## config.mk

```make
export PLATFORM = sky130hd
export DESIGN_NAME = fpa_top
export DESIGN_NICKNAME = d
export VERILOG_FILES = /design/src/source/fpa_pkg.sv /design/src/source/fpa_top.sv /design/src/source/fpa_sequencer.sv /design/src/source/fac_regs.sv /design/src/source/fac_arbiter.sv /design/src/source/fpa_bus_port.sv
export SDC_FILE = /design/constraint.sdc
export NUM_CORES = 2
export LEC_CHECK = 0
export BUFFER_PORTS_ARGS = -buffer_cell sky130_fd_sc_hd__buf_4
export CORE_ASPECT_RATIO = 0.75
export CORE_UTILIZATION = 50
export CTS_BUF_LIST = sky130_fd_sc_hd__clkbuf_8
export DETAILED_ROUTE_END_ITERATION = 7
export PLACE_DENSITY = 0.69
export SLEW_MARGIN = 20
export SYNTH_ARGS = -nofsm -noshare
export SYNTH_HDL_FRONTEND = slang
export SYNTH_SLANG_ARGS = --single-unit
```

## constraint.sdc

```tcl
create_clock -name clk -period 34.5 [get_ports clk]
set_input_delay 3.45 -clock clk [delete_from_list [all_inputs] [get_ports clk]]
set_output_delay 3.45 -clock clk [all_outputs]
set_load 0.05 [all_outputs]
```

## src/source/fpa_pkg.sv

```systemverilog
package fpa_pkg;

	// ------------------------------------------------------------------------
	// Number format
	// ------------------------------------------------------------------------

	// Exponent and mantissa field widths
	localparam int EXP_W = 16;
	localparam int MAN_W = 80;
	localparam int FAC_W = EXP_W + MAN_W;

	// Exponent of 2^0
	localparam logic [EXP_W-1:0] EXP_BIAS = 16'h8000;
	// Exponent of an integer sitting in the upper 64 mantissa bits
	localparam logic [EXP_W-1:0] EXP_FIX = 16'h803E;

	// Register offsets in the I/O page, operands stored LSB first
	localparam logic [7:0] REG_FAC1 = 8'h00;
	localparam logic [7:0] REG_CMD  = 8'h0F;
	localparam logic [7:0] REG_FAC2 = 8'h10;

	// Operand, exponent on top as in the byte map
	typedef struct packed {
		logic [EXP_W-1:0] exp;
		logic [MAN_W-1:0] man;
	} fac_t;

	// Command codes, code 4 (divide) is not implemented
	typedef enum logic [7:0] {
		CMD_NONE    = 8'd0,
		CMD_ADD     = 8'd1,
		CMD_SUB     = 8'd2,
		CMD_MUL     = 8'd3,
		CMD_FIX2FLT = 8'd5,
		CMD_FLT2FIX = 8'd6
	} fpa_cmd_e;

	// Register file write request
	typedef struct packed {
		logic       valid;
		logic       sel;        // 0 selects FAC1, 1 selects FAC2
		logic       whole;      // whole word, else one byte lane
		logic [3:0] lane;
		logic [7:0] byte_data;
		fac_t       word;
	} fac_wr_t;

	// Status byte as read at REG_CMD
	typedef struct packed {
		logic       busy;
		logic       ovf;
		logic       dropped;
		logic [4:0] zero;
	} fpa_status_t;

endpackage
```

## src/source/fpa_top.sv

```systemverilog
`timescale 1ns/1ps

module fpa_top #(
	parameter logic [23:0] IO_BASE = 24'hFEA200
) (
	input  logic        clk,
	input  logic        rst,
	input  logic        vda,
	input  logic        rw,
	input  logic [23:0] ad,
	input  logic [7:0]  din,
	output logic [7:0]  dout,
	output logic        rdy
);

	fpa_pkg::fac_wr_t     bus_wr;
	fpa_pkg::fac_wr_t     seq_wr;
	fpa_pkg::fac_wr_t     grant_wr;
	fpa_pkg::fac_t        fac1;
	fpa_pkg::fac_t        fac2;
	fpa_pkg::fpa_cmd_e    cmd;
	fpa_pkg::fpa_status_t status;
	logic                 cmd_strobe;
	logic                 busy;
	logic                 ovf;
	logic                 dropped;

	// Status byte, low bits read as zero
	assign status = '{busy: busy, ovf: ovf, dropped: dropped, zero: 5'b00000};

	// ------------------------------------------------------------------------
	// Processor side
	// ------------------------------------------------------------------------

	fpa_bus_port #(
		.IO_BASE(IO_BASE)
	) u_bus_port (
		.clk(clk),
		.rst(rst),
		.vda(vda),
		.rw(rw),
		.ad(ad),
		.din(din),
		.dout(dout),
		.rdy(rdy),
		.status(status),
		.fac1(fac1),
		.fac2(fac2),
		.bus_wr(bus_wr),
		.cmd_strobe(cmd_strobe),
		.cmd(cmd)
	);

	// ------------------------------------------------------------------------
	// Operand storage and arithmetic
	// ------------------------------------------------------------------------

	fac_arbiter u_arbiter (
		.clk(clk),
		.rst(rst),
		.seq_wr(seq_wr),
		.bus_wr(bus_wr),
		.busy(busy),
		.cmd_strobe(cmd_strobe),
		.grant_wr(grant_wr),
		.dropped(dropped)
	);

	fac_regs u_regs (
		.clk(clk),
		.rst(rst),
		.wr(grant_wr),
		.fac1(fac1),
		.fac2(fac2)
	);

	fpa_sequencer u_sequencer (
		.clk(clk),
		.rst(rst),
		.cmd_strobe(cmd_strobe),
		.cmd(cmd),
		.fac1(fac1),
		.fac2(fac2),
		.seq_wr(seq_wr),
		.busy(busy),
		.ovf(ovf)
	);

endmodule

```

## src/source/fpa_sequencer.sv

```systemverilog
`timescale 1ns/1ps

module fpa_sequencer (
	input  logic               clk,
	input  logic               rst,
	input  logic               cmd_strobe,
	input  fpa_pkg::fpa_cmd_e  cmd,
	input  fpa_pkg::fac_t      fac1,
	input  fpa_pkg::fac_t      fac2,
	output fpa_pkg::fac_wr_t   seq_wr,
	output logic               busy,
	output logic               ovf
);

	localparam int MSB = fpa_pkg::MAN_W - 1;

	typedef enum logic [3:0] {
		S_IDLE,
		S_NEG,
		S_ALIGN,
		S_SUM,
		S_MUL_MAG,
		S_MUL_STEP,
		S_MUL_END,
		S_NORM,
		S_FIX,
		S_WRITE
	} state_e;

	state_e                     state;
	// Working copies of FAC1 and FAC2
	fpa_pkg::fac_t              a;
	fpa_pkg::fac_t              b;
	// Upper product half, a.man holds the lower half while multiplying
	logic [MSB:0]               hi;
	logic [6:0]                 cnt;
	logic                       neg_res;
	logic [fpa_pkg::MAN_W:0]    sum;
	logic [fpa_pkg::MAN_W:0]    step;
	logic [fpa_pkg::EXP_W+1:0]  mul_exp;

	// One alignment step of x toward a larger exponent
	function automatic fpa_pkg::fac_t shift_toward(input fpa_pkg::fac_t x,
			input logic [fpa_pkg::EXP_W-1:0] target);
		fpa_pkg::fac_t r;
		// Everything would shift out, jump straight to sign fill
		if ((target - x.exp) >= fpa_pkg::EXP_W'(fpa_pkg::MAN_W))
		begin
			r.exp = target;
			r.man = {fpa_pkg::MAN_W{x.man[MSB]}};
		end
		else
		begin
			r.exp = x.exp + 1'b1;
			r.man = {x.man[MSB], x.man[MSB:1]};
		end
		return r;
	endfunction

	// Sign-extended sum for overflow detection
	assign sum = {a.man[MSB], a.man} + {b.man[MSB], b.man};
	// Shift-add step, multiplier bit is the LSB of a.man
	assign step = {1'b0, hi} + (a.man[0] ? {1'b0, b.man} : '0);
	// Product exponent, two guard bits catch under and overflow
	assign mul_exp = {2'b00, a.exp} + {2'b00, b.exp} - {2'b00, fpa_pkg::EXP_BIAS} + 18'd2;

	assign busy = (state != S_IDLE);

	// Result always lands in FAC1 as one word
	always_comb
	begin
		seq_wr = '0;
		seq_wr.valid = (state == S_WRITE);
		seq_wr.whole = 1'b1;
		seq_wr.sel = 1'b0;
		seq_wr.word = a;
	end

	// ------------------------------------------------------------------------
	// Command FSM
	// ------------------------------------------------------------------------

	always_ff @(posedge clk)
	begin
		if (rst)
		begin
			state <= S_IDLE;
			ovf <= 1'b0;
		end
		else
		begin
			case (state)
			S_IDLE:
				if (cmd_strobe)
				begin
					a <= fac1;
					b <= fac2;
					ovf <= 1'b0;
					case (cmd)
					fpa_pkg::CMD_ADD:
						state <= S_ALIGN;
					fpa_pkg::CMD_SUB:
						state <= S_NEG;
					fpa_pkg::CMD_MUL:
						state <= S_MUL_MAG;
					fpa_pkg::CMD_FIX2FLT:
					begin
						// Integer in the top 64 bits, fraction bits cleared
						a.exp <= fpa_pkg::EXP_FIX;
						a.man <= {fac1.man[MSB:16], 16'h0000};
						state <= S_NORM;
					end
					fpa_pkg::CMD_FLT2FIX:
						state <= S_FIX;
					default:
						state <= S_IDLE;
					endcase
				end
			// Subtract is FAC2 plus minus FAC1
			S_NEG:
			begin
				a.man <= -a.man;
				state <= S_ALIGN;
			end
			// Shift the smaller operand right until exponents match
			S_ALIGN:
				if (a.exp < b.exp)
					a <= shift_toward(a, b.exp);
				else if (b.exp < a.exp)
					b <= shift_toward(b, a.exp);
				else
					state <= S_SUM;
			S_SUM:
				if (sum[fpa_pkg::MAN_W] != sum[MSB])
				begin
					// Carry into the sign, shift back and bump exponent
					if (a.exp == '1)
					begin
						ovf <= 1'b1;
						state <= S_IDLE;
					end
					else
					begin
						a.man <= sum[fpa_pkg::MAN_W:1];
						a.exp <= a.exp + 1'b1;
						state <= S_NORM;
					end
				end
				else
				begin
					a.man <= sum[MSB:0];
					state <= S_NORM;
				end
			// Sign, exponent and magnitudes
			S_MUL_MAG:
				if (mul_exp[fpa_pkg::EXP_W+1:fpa_pkg::EXP_W] != 2'b00)
				begin
					ovf <= 1'b1;
					state <= S_IDLE;
				end
				else
				begin
					a.exp <= mul_exp[fpa_pkg::EXP_W-1:0];
					neg_res <= a.man[MSB] ^ b.man[MSB];
					a.man <= a.man[MSB] ? -a.man : a.man;
					b.man <= b.man[MSB] ? -b.man : b.man;
					hi <= '0;
					cnt <= 7'(MSB);
					state <= S_MUL_STEP;
				end
			// 80 shift-add steps, product bits enter a.man from the top
			S_MUL_STEP:
			begin
				hi <= step[fpa_pkg::MAN_W:1];
				a.man <= {step[0], a.man[MSB:1]};
				cnt <= cnt - 1'b1;
				if (cnt == 7'd0)
					state <= S_MUL_END;
			end
			// Keep the upper product half and restore the sign
			S_MUL_END:
			begin
				a.man <= neg_res ? -hi : hi;
				state <= S_NORM;
			end
			S_NORM:
				if (a.man == '0)
				begin
					// Zero normalizes all the way down
					a.exp <= '0;
					state <= S_WRITE;
				end
				else if (a.man[MSB] != a.man[MSB-1] || a.exp == '0)
					state <= S_WRITE;
				else
				begin
					a.man <= {a.man[MSB-1:0], 1'b0};
					a.exp <= a.exp - 1'b1;
				end
			// Denormalize to the integer exponent
			S_FIX:
				if (a.exp == fpa_pkg::EXP_FIX)
					state <= S_WRITE;
				else if (a.exp > fpa_pkg::EXP_FIX)
				begin
					// Too big for 64 bits
					ovf <= 1'b1;
					state <= S_IDLE;
				end
				else
					a <= shift_toward(a, fpa_pkg::EXP_FIX);
			S_WRITE:
				state <= S_IDLE;
			default:
				state <= S_IDLE;
			endcase
		end
	end

endmodule

```

## src/source/fac_regs.sv

```systemverilog
`timescale 1ns/1ps

module fac_regs (
	input  logic              clk,
	input  logic              rst,
	input  fpa_pkg::fac_wr_t  wr,
	output fpa_pkg::fac_t     fac1,
	output fpa_pkg::fac_t     fac2
);

	// Index 0 is FAC1, index 1 is FAC2
	logic [fpa_pkg::FAC_W-1:0] acc [2];

	always_ff @(posedge clk)
	begin
		if (rst)
		begin
			acc[0] <= '0;
			acc[1] <= '0;
		end
		else if (wr.valid)
		begin
			// Result write from the sequencer
			if (wr.whole)
				acc[wr.sel] <= wr.word;
			// Byte lane from the processor
			else
				acc[wr.sel][{wr.lane, 3'b000} +: 8] <= wr.byte_data;
		end
	end

	// Both operands visible to the bus port and the sequencer
	assign fac1 = acc[0];
	assign fac2 = acc[1];

endmodule

```

## src/source/fac_arbiter.sv

```systemverilog
`timescale 1ns/1ps

module fac_arbiter (
	input  logic              clk,
	input  logic              rst,
	input  fpa_pkg::fac_wr_t  seq_wr,
	input  fpa_pkg::fac_wr_t  bus_wr,
	input  logic              busy,
	input  logic              cmd_strobe,
	output fpa_pkg::fac_wr_t  grant_wr,
	output logic              dropped
);

	logic bus_lost;

	// Bus is locked out for the whole command, sequencer writes fall inside it
	assign bus_lost = bus_wr.valid && busy;

	// Sequencer first, bus only when idle
	always_comb
	begin
		if (seq_wr.valid)
			grant_wr = seq_wr;
		else if (bus_wr.valid && !busy)
			grant_wr = bus_wr;
		else
			grant_wr = '0;
	end

	// ------------------------------------------------------------------------
	// Sticky dropped-write flag
	// ------------------------------------------------------------------------

	always_ff @(posedge clk)
	begin
		if (rst)
			dropped <= 1'b0;
		else if (bus_lost)
			dropped <= 1'b1;
		// A new command starts with a clean flag
		else if (cmd_strobe)
			dropped <= 1'b0;
	end

endmodule

```

## src/source/fpa_bus_port.sv

```systemverilog
`timescale 1ns/1ps

module fpa_bus_port #(
	parameter logic [23:0] IO_BASE = 24'hFEA200
) (
	input  logic                   clk,
	input  logic                   rst,
	input  logic                   vda,
	input  logic                   rw,
	input  logic [23:0]            ad,
	input  logic [7:0]             din,
	output logic [7:0]             dout,
	output logic                   rdy,
	input  fpa_pkg::fpa_status_t   status,
	input  fpa_pkg::fac_t          fac1,
	input  fpa_pkg::fac_t          fac2,
	output fpa_pkg::fac_wr_t       bus_wr,
	output logic                   cmd_strobe,
	output fpa_pkg::fpa_cmd_e      cmd
);

	logic                      cs;
	logic [3:0]                lane;
	logic                      in_fac1;
	logic                      in_fac2;
	logic                      cmd_hit;
	logic [fpa_pkg::FAC_W-1:0] rd_word;
	logic [7:0]                rd_byte;
	logic                      rd_wait;

	// ------------------------------------------------------------------------
	// Address decode
	// ------------------------------------------------------------------------

	// Chip select on the upper 16 address bits
	assign cs = vda && (ad[23:8] == IO_BASE[23:8]);
	assign lane = ad[3:0];

	// Operand windows are 12 bytes each
	assign in_fac1 = (ad[7:4] == fpa_pkg::REG_FAC1[7:4]) && (lane < 4'(fpa_pkg::FAC_W / 8));
	assign in_fac2 = (ad[7:4] == fpa_pkg::REG_FAC2[7:4]) && (lane < 4'(fpa_pkg::FAC_W / 8));
	assign cmd_hit = (ad[7:0] == fpa_pkg::REG_CMD);

	// Operand byte writes go straight to the arbiter
	always_comb
	begin
		bus_wr = '0;
		bus_wr.valid = cs && !rw && (in_fac1 || in_fac2);
		bus_wr.sel = in_fac2;
		bus_wr.whole = 1'b0;
		bus_wr.lane = lane;
		bus_wr.byte_data = din;
	end

	// ------------------------------------------------------------------------
	// Read data
	// ------------------------------------------------------------------------

	assign rd_word = in_fac2 ? fac2 : fac1;

	always_comb
	begin
		if (cmd_hit)
			rd_byte = status;
		else if (in_fac1 || in_fac2)
			rd_byte = rd_word[{lane, 3'b000} +: 8];
		else
			rd_byte = 8'h00;
	end

	always_ff @(posedge clk)
	begin
		if (rst)
		begin
			dout <= 8'h00;
			rd_wait <= 1'b0;
			cmd_strobe <= 1'b0;
			cmd <= fpa_pkg::CMD_NONE;
		end
		else
		begin
			// Remembers a select in the previous cycle
			rd_wait <= cs;
			// One-cycle strobe after a command write
			cmd_strobe <= cs && !rw && cmd_hit;
			if (cs && !rw && cmd_hit)
				cmd <= fpa_pkg::fpa_cmd_e'(din);
			if (cs && rw)
				dout <= rd_byte;
		end
	end

	// Reads wait one cycle for the registered byte
	assign rdy = (cs && rw) ? rd_wait : 1'b1;

endmodule

```

### Word-level counts from Yosys, hierarchy flattened

Memory sizes are Yosys's and may differ from the RTL's.
Cells that the tools add are included.

| word-level totals | value |
|---|---|
| flip-flop bits (word level) | 304 |
| memories | 1 |
| bits in writable memories | 192 |
| output and inout bits | 9 |

| operators by class | value |
|---|---|
| order comparisons | 7 |
| muxes and demuxes | 167 |
| bitwise logic cells | 101 |
| add/sub/neg operators | 16 |
| reduce and logical (&&, ||, !) cells | 40 |
| eq/ne operators | 43 |
| shift-type cells | 3 |

Memory list:

| memory | depth | bits a word | rd ports | clocked after memory_dff | wr ports | RTL line | source |
|---|---|---|---|---|---|---|---|
| u_regs.acc | 2 | 96 | 2 | 0 | 2 | fac_regs.sv:12 | `logic [fpa_pkg::FAC_W-1:0] acc [2];` |

Operator list:

| kind | number |
|---|---|
| $mux 96 | 18 |
| $pmux 80 s9 | 1 |
| $mux 80 | 8 |
| $neg 80->80 | 3 |
| $pmux 80 s3 | 1 |
| $mux 111 | 2 |
| $pmux 80 s2 | 1 |
| $mux 1 | 114 |
| $or 1x1->1 | 96 |
| $pmux 16 s6 | 1 |
| $reduce_or 96->1 | 1 |
| $shift 8x9->96 const A | 1 |
| $shiftx 8x9->96 | 1 |
| $shiftx 96x8->8 | 1 |
| $add 80x80->81 | 1 |
| $add 80x81->81 | 1 |
| $logic_not 80->1 | 1 |
| $eq 16x16->1 const B | 3 |
| $ge 16x7->1 const B | 3 |
| $pmux 4 s9 | 1 |
| $add 16x1->16 const B | 2 |
| $lt 16x16->1 | 2 |
| $mux 16 | 2 |
| $mux 4 | 8 |
| other kinds (52) | 104 |

### Logic depth before layout (Yosys ltp)

| depth | value |
|---|---|
| depth after elaboration | 14 |
| depth in mapped cells | 19 |
| depth with buffers taken out | 15 |

### Cells and area by module

A second synthesis with hierarchy kept.

| second synthesis, totals | value |
|---|---|
| cells, all modules | 5,884 |
| area total of the unflattened synthesis | 48,444.0 um2 |

Modules (own cells, without submodules):

| module | cells an instance | times used | area each (um2) | sequential area each (um2) |
|---|---|---|---|---|
| fpa_sequencer | 4,377 | 1 | 34,690.8 | 8,508.2 |
| fac_regs | 720 | 1 | 8,306.7 | 5,765.5 |
| fpa_bus_port | 414 | 1 | 3,462.1 | 360.3 |
| fac_arbiter | 372 | 1 | 1,980.6 | 20.0 |
| fpa_top | 1 | 1 | 3.8 | 0.0 |

### Worst setup path after synthesis

No wires, ideal clock.

| path | value |
|---|---|
| kind | input to register |
| start | input rst |
| end | register u_sequencer.cnt[0], enable pin |
| library setup time | 0.746 ns |
| arrival time | 12.171 ns |
| stages on the path | 3 |
| path buffers | 2 |
| setup slack | 21.583 ns |
| required time | 33.754 ns |
| cell sequence | clkbuf_1 -> buf_1 -> nor4_1 |

| on the way | value |
|---|---|
| cells in the longest elaborated chain, start to end | 2 |

RTL lines:

| element | RTL line | source |
|---|---|---|
| start: declaration | fpa_top.sv:7 | `input logic rst,` |
| $not 1->1 (no source line) | - |  |
| $reduce_and 3->1 (no source line) | - |  |
| end signal: assignment | fpa_sequencer.sv:168 | `cnt <= 7'(MSB);` |
| end signal: assignment | fpa_sequencer.sv:176 | `cnt <= cnt - 1'b1;` |
| end: declaration | fpa_sequencer.sv:36 | `logic [6:0] cnt;` |

Every way passes these cells.
A chain may end at the register's enable or synchronous reset.

### Worst setup path in the final report

| path | value |
|---|---|
| start | input ad[12] |
| end | output rdy |

| on the way | value |
|---|---|
| cells in the longest elaborated chain, start to end | 4 |

RTL lines:

| element | RTL line | source |
|---|---|---|
| start: declaration | fpa_top.sv:10 | `input logic [23:0] ad,` |
| $eq 16x16->1 | fpa_bus_port.sv:36 | `assign cs = vda && (ad[23:8] == IO_BASE[23:8]);` |
| $logic_and 1x1->1 | fpa_bus_port.sv:36 |  |
| $logic_and 1x1->1 | fpa_bus_port.sv:94 | `assign rdy = (cs && rw) ? rd_wait : 1'b1;` |
| $mux 1 | fpa_bus_port.sv:94 |  |
| end: declaration | fpa_top.sv:13 | `output logic rdy` |

Every way passes these cells.

==> impl_metrics.env <==
export IMPL_via_per_inst=7.047
export IMPL_post_cts_resize_count=0
export IMPL_critPathCaptureType="primary output"
export IMPL_crit_fanout=4
export IMPL_io_pins=45
export IMPL_post_synth_top_area_cell="edfxtp_1"
export IMPL_grt_pass1_wl_mm=264.8
export IMPL_synth_top_cell_area_share_pct=31.25
export IMPL_synthesis_instances=5247
export IMPL_hold_class="flop to flop"
export IMPL_finalSetupViolations=0
export IMPL_p_comb_share_pct=60.8
export IMPL_initial_core_util_pct=50.54
export IMPL_wire_per_inst_um=28.22
export IMPL_grt_pass1_vias=40350
export IMPL_drc=0
export IMPL_holdBufCountCts=0
export IMPL_dieHeight_um=262.8
export IMPL_dr_pass1_iters=8
export IMPL_synth_seq_cells=496
export IMPL_clkSinkCount=496
export IMPL_dp_slack_ns=26.21
export IMPL_synth_edff_count=472
export IMPL_setup_tns_ns=0
export IMPL_p_switching_mw=2.158
export IMPL_clkSlewWorstSetupHoldPaths_ns=0.07
export IMPL_grt_max_degree=85
export IMPL_dieWidth_um=349.8
export IMPL_fmax_mhz=120.6
export IMPL_path_class="input port to primary output"
export IMPL_drtIter0Drc=7898
export IMPL_antenna_found_initial=8
export IMPL_clock_skew_ns=0.05925
export IMPL_status="finished clean"
export IMPL_grt_use_total_pct=37.94
export IMPL_cts_tree="done"
export IMPL_placed_cells=6201
export IMPL_dp_hpwl_mm=132.4
export IMPL_syn_to_final_growth_pct=6.111
export IMPL_post_route_min_period_ns=8.293
export IMPL_rsz0062_at_grt="false"
export IMPL_fin_cells=6361
export IMPL_tightestPinTransition_ns=1.252
export IMPL_layout_commonest_cell="nor2_1"
export IMPL_max_cap_viol_count=0
export IMPL_synth_yosys_seq_area_share_pct=32.31
export IMPL_ys_top_cells_by_area="edfxtp_1 31%, ha_1 6.2%, nor2_1 5.2%"
export IMPL_wl_mm=179.5
export IMPL_power_density_nw_per_um2=86.54
export IMPL_root_buffer="clkbuf_8"
export IMPL_async_flop_share_pct=0
export IMPL_timing_hold_ws_ns=0.4619
export IMPL_vias=44820
export IMPL_ir_drop_uv=58.23
export IMPL_finalHoldViolCount=0
export IMPL_core_area_um2=89740
export IMPL_drive_above_1_share_pct=7.523
export IMPL_synth_warnings=0
export IMPL_port_buffers=44
export IMPL_syn_area_per_cell_um2=8.644
export IMPL_cp_arrival_ns=4.84
export IMPL_clkPwrFrac_pct=13.1
export IMPL_post_cts_buffers=0
export IMPL_gr_total_overflow=0
export IMPL_cts_buffers_inserted=85
export IMPL_rows=95
export IMPL_relSlewSlack_pct=14.39
export IMPL_nets=5341
export IMPL_dieArea_um2=91930
export IMPL_power_frac_seq_pct=26.1
export IMPL_slew_viol_final=0
export IMPL_synth_area_um2=45350
export IMPL_layout_setup_ws_ns=26.21
export IMPL_clk_path_buf_depth=3
export IMPL_gp_congestion=0.9895
export IMPL_crit_required_ns=31.05
export IMPL_h_tree_depth=3
export IMPL_min_period_over_period_pct=24.04
export IMPL_postRouteAntennaNets=0
export IMPL_syn_nets=5511
export IMPL_power_leakage_nw=17.60
export IMPL_ys_flop_type="edfxtp_1"
export IMPL_final_cell_mix="625 x nor2_1, 472 x edfxtp_1, 380 x nand2_1"
export IMPL_worst_setup_path_start_kind="input port"
export IMPL_switching_share_pct=51.82
export IMPL_yosys_cell_types_count=92
export IMPL_insertion_delay_ns=0.83
export IMPL_p_int_mw=2.007
area by class of cell:
type,instances,area (um2)
Fill cell,8381,41620
Multi-Input combinational cell,4256,28970
Sequential cell,496,14650
Tap cell,1212,1516
Clock buffer,87,1197
Timing Repair Buffer,122,948.4
Inverter,116,435.4
Clock inverter,67,386.6
Antenna cell,5,12.51
sequential cells by signal, summed over array words and instances (netlist names):
signal,cells
u_regs.acc,192
u_sequencer.b,96
u_sequencer.seq_wr,96
u_sequencer.hi,80
u_bus_port.cmd,8
u_bus_port.dout,8
u_sequencer.cnt,7
u_sequencer.state,4
u_arbiter.dropped,1
u_bus_port.cmd_strobe,1
u_bus_port.rd_wait,1
u_sequencer.neg_res,1
u_sequencer.ovf,1
worst paths after layout:
kind / from / to / slack [ns] / depth (start not counted)
max reg2reg: u_sequencer.seq_wr[0] / u_sequencer.seq_wr[48] / 27.25 / 19
max: ad[12] / rdy / 26.21 / 6
min reg2reg: u_sequencer.ovf / u_sequencer.ovf / 0.46 / 2
min: u_sequencer.ovf / u_sequencer.ovf / 0.46 / 2
synthesized netlist by cell type (37+ instances only):
| cell type | n |
|---|---|
| nand2_1 | 383 |
| nand4_1 | 80 |
| a21o_1 | 99 |
| a222oi_1 | 55 |
| inv_1 | 116 |
| a22o_1 | 59 |
| o211ai_1 | 38 |
| clkbuf_1 | 344 |
| o31ai_1 | 46 |
| and2_1 | 120 |
| o21ai_0 | 343 |
| a211o_1 | 86 |
| o22ai_1 | 43 |
| and3_1 | 38 |
| a22oi_1 | 124 |
| a21oi_1 | 300 |
| xor2_1 | 144 |
| nand2b_1 | 37 |
| mux4_2 | 54 |
| nor3_1 | 123 |
| or4_1 | 42 |
| nor2_1 | 632 |
| ha_1 | 224 |
| nand3_1 | 114 |
| xnor2_1 | 248 |
| edfxtp_1 | 472 |
| a211oi_1 | 70 |
| or3_1 | 67 |
| a31oi_1 | 59 |
| nor4_1 | 57 |
| mux2i_1 | 106 |
metrics by stage:
stage	power, mW	cell area (um2)	utilization (%)
finish	4.165	48120	53.63
global route	4.363	48120	53.62
CTS	4.037	48090	53.58
detailed placement	3.493	46500	51.82
global placement	3.472	46480	51.79
floorplan	2.766	45350	-
worst max-delay path, stage by stage:
cell and delay (ns):
buf_4 0.11, nand2b_1 0.15, nor4_1 0.25, nand3_1 0.21
or3b_2 0.47, buf_4 0.20
logic make-up after synthesis:
| logic type | Yosys count | share of synthesized area [%] |
|---|---|---|
| and+or+nand+nor | 1833 | 19.60 |
| AOI/OAI and AO/OA | 1639 | 24.92 |
| DFF | 496 | 32.31 |
| buffers and inverters | 495 | 4.124 |
| xor gates and xnor gates | 392 | 7.570 |
| adders and majority gates | 228 | 6.356 |
| muxes | 164 | 5.120 |
layer usage:
layer	GRT usage (%)	vias up	routed length [um]
li1	-	19710	-
met1	55.49	21170	73090
met2	50.56	3391	69670
met3	13.26	543	29050
met4	14.12	12	7635
met5	0	-	85
power by group through the flow:
stage | sequential (mW) | combinational (mW) | clock [mW]
floorplan | 0.941 | 1.82 | 0
detailed placement | 1.08 | 2.41 | 0
finish | 1.09 | 2.53 | 0.546
global placement | 1.08 | 2.39 | 0
CTS | 1.07 | 2.43 | 0.544
global route | 1.09 | 2.70 | 0.565
Power figures use the tool's default switching activity.
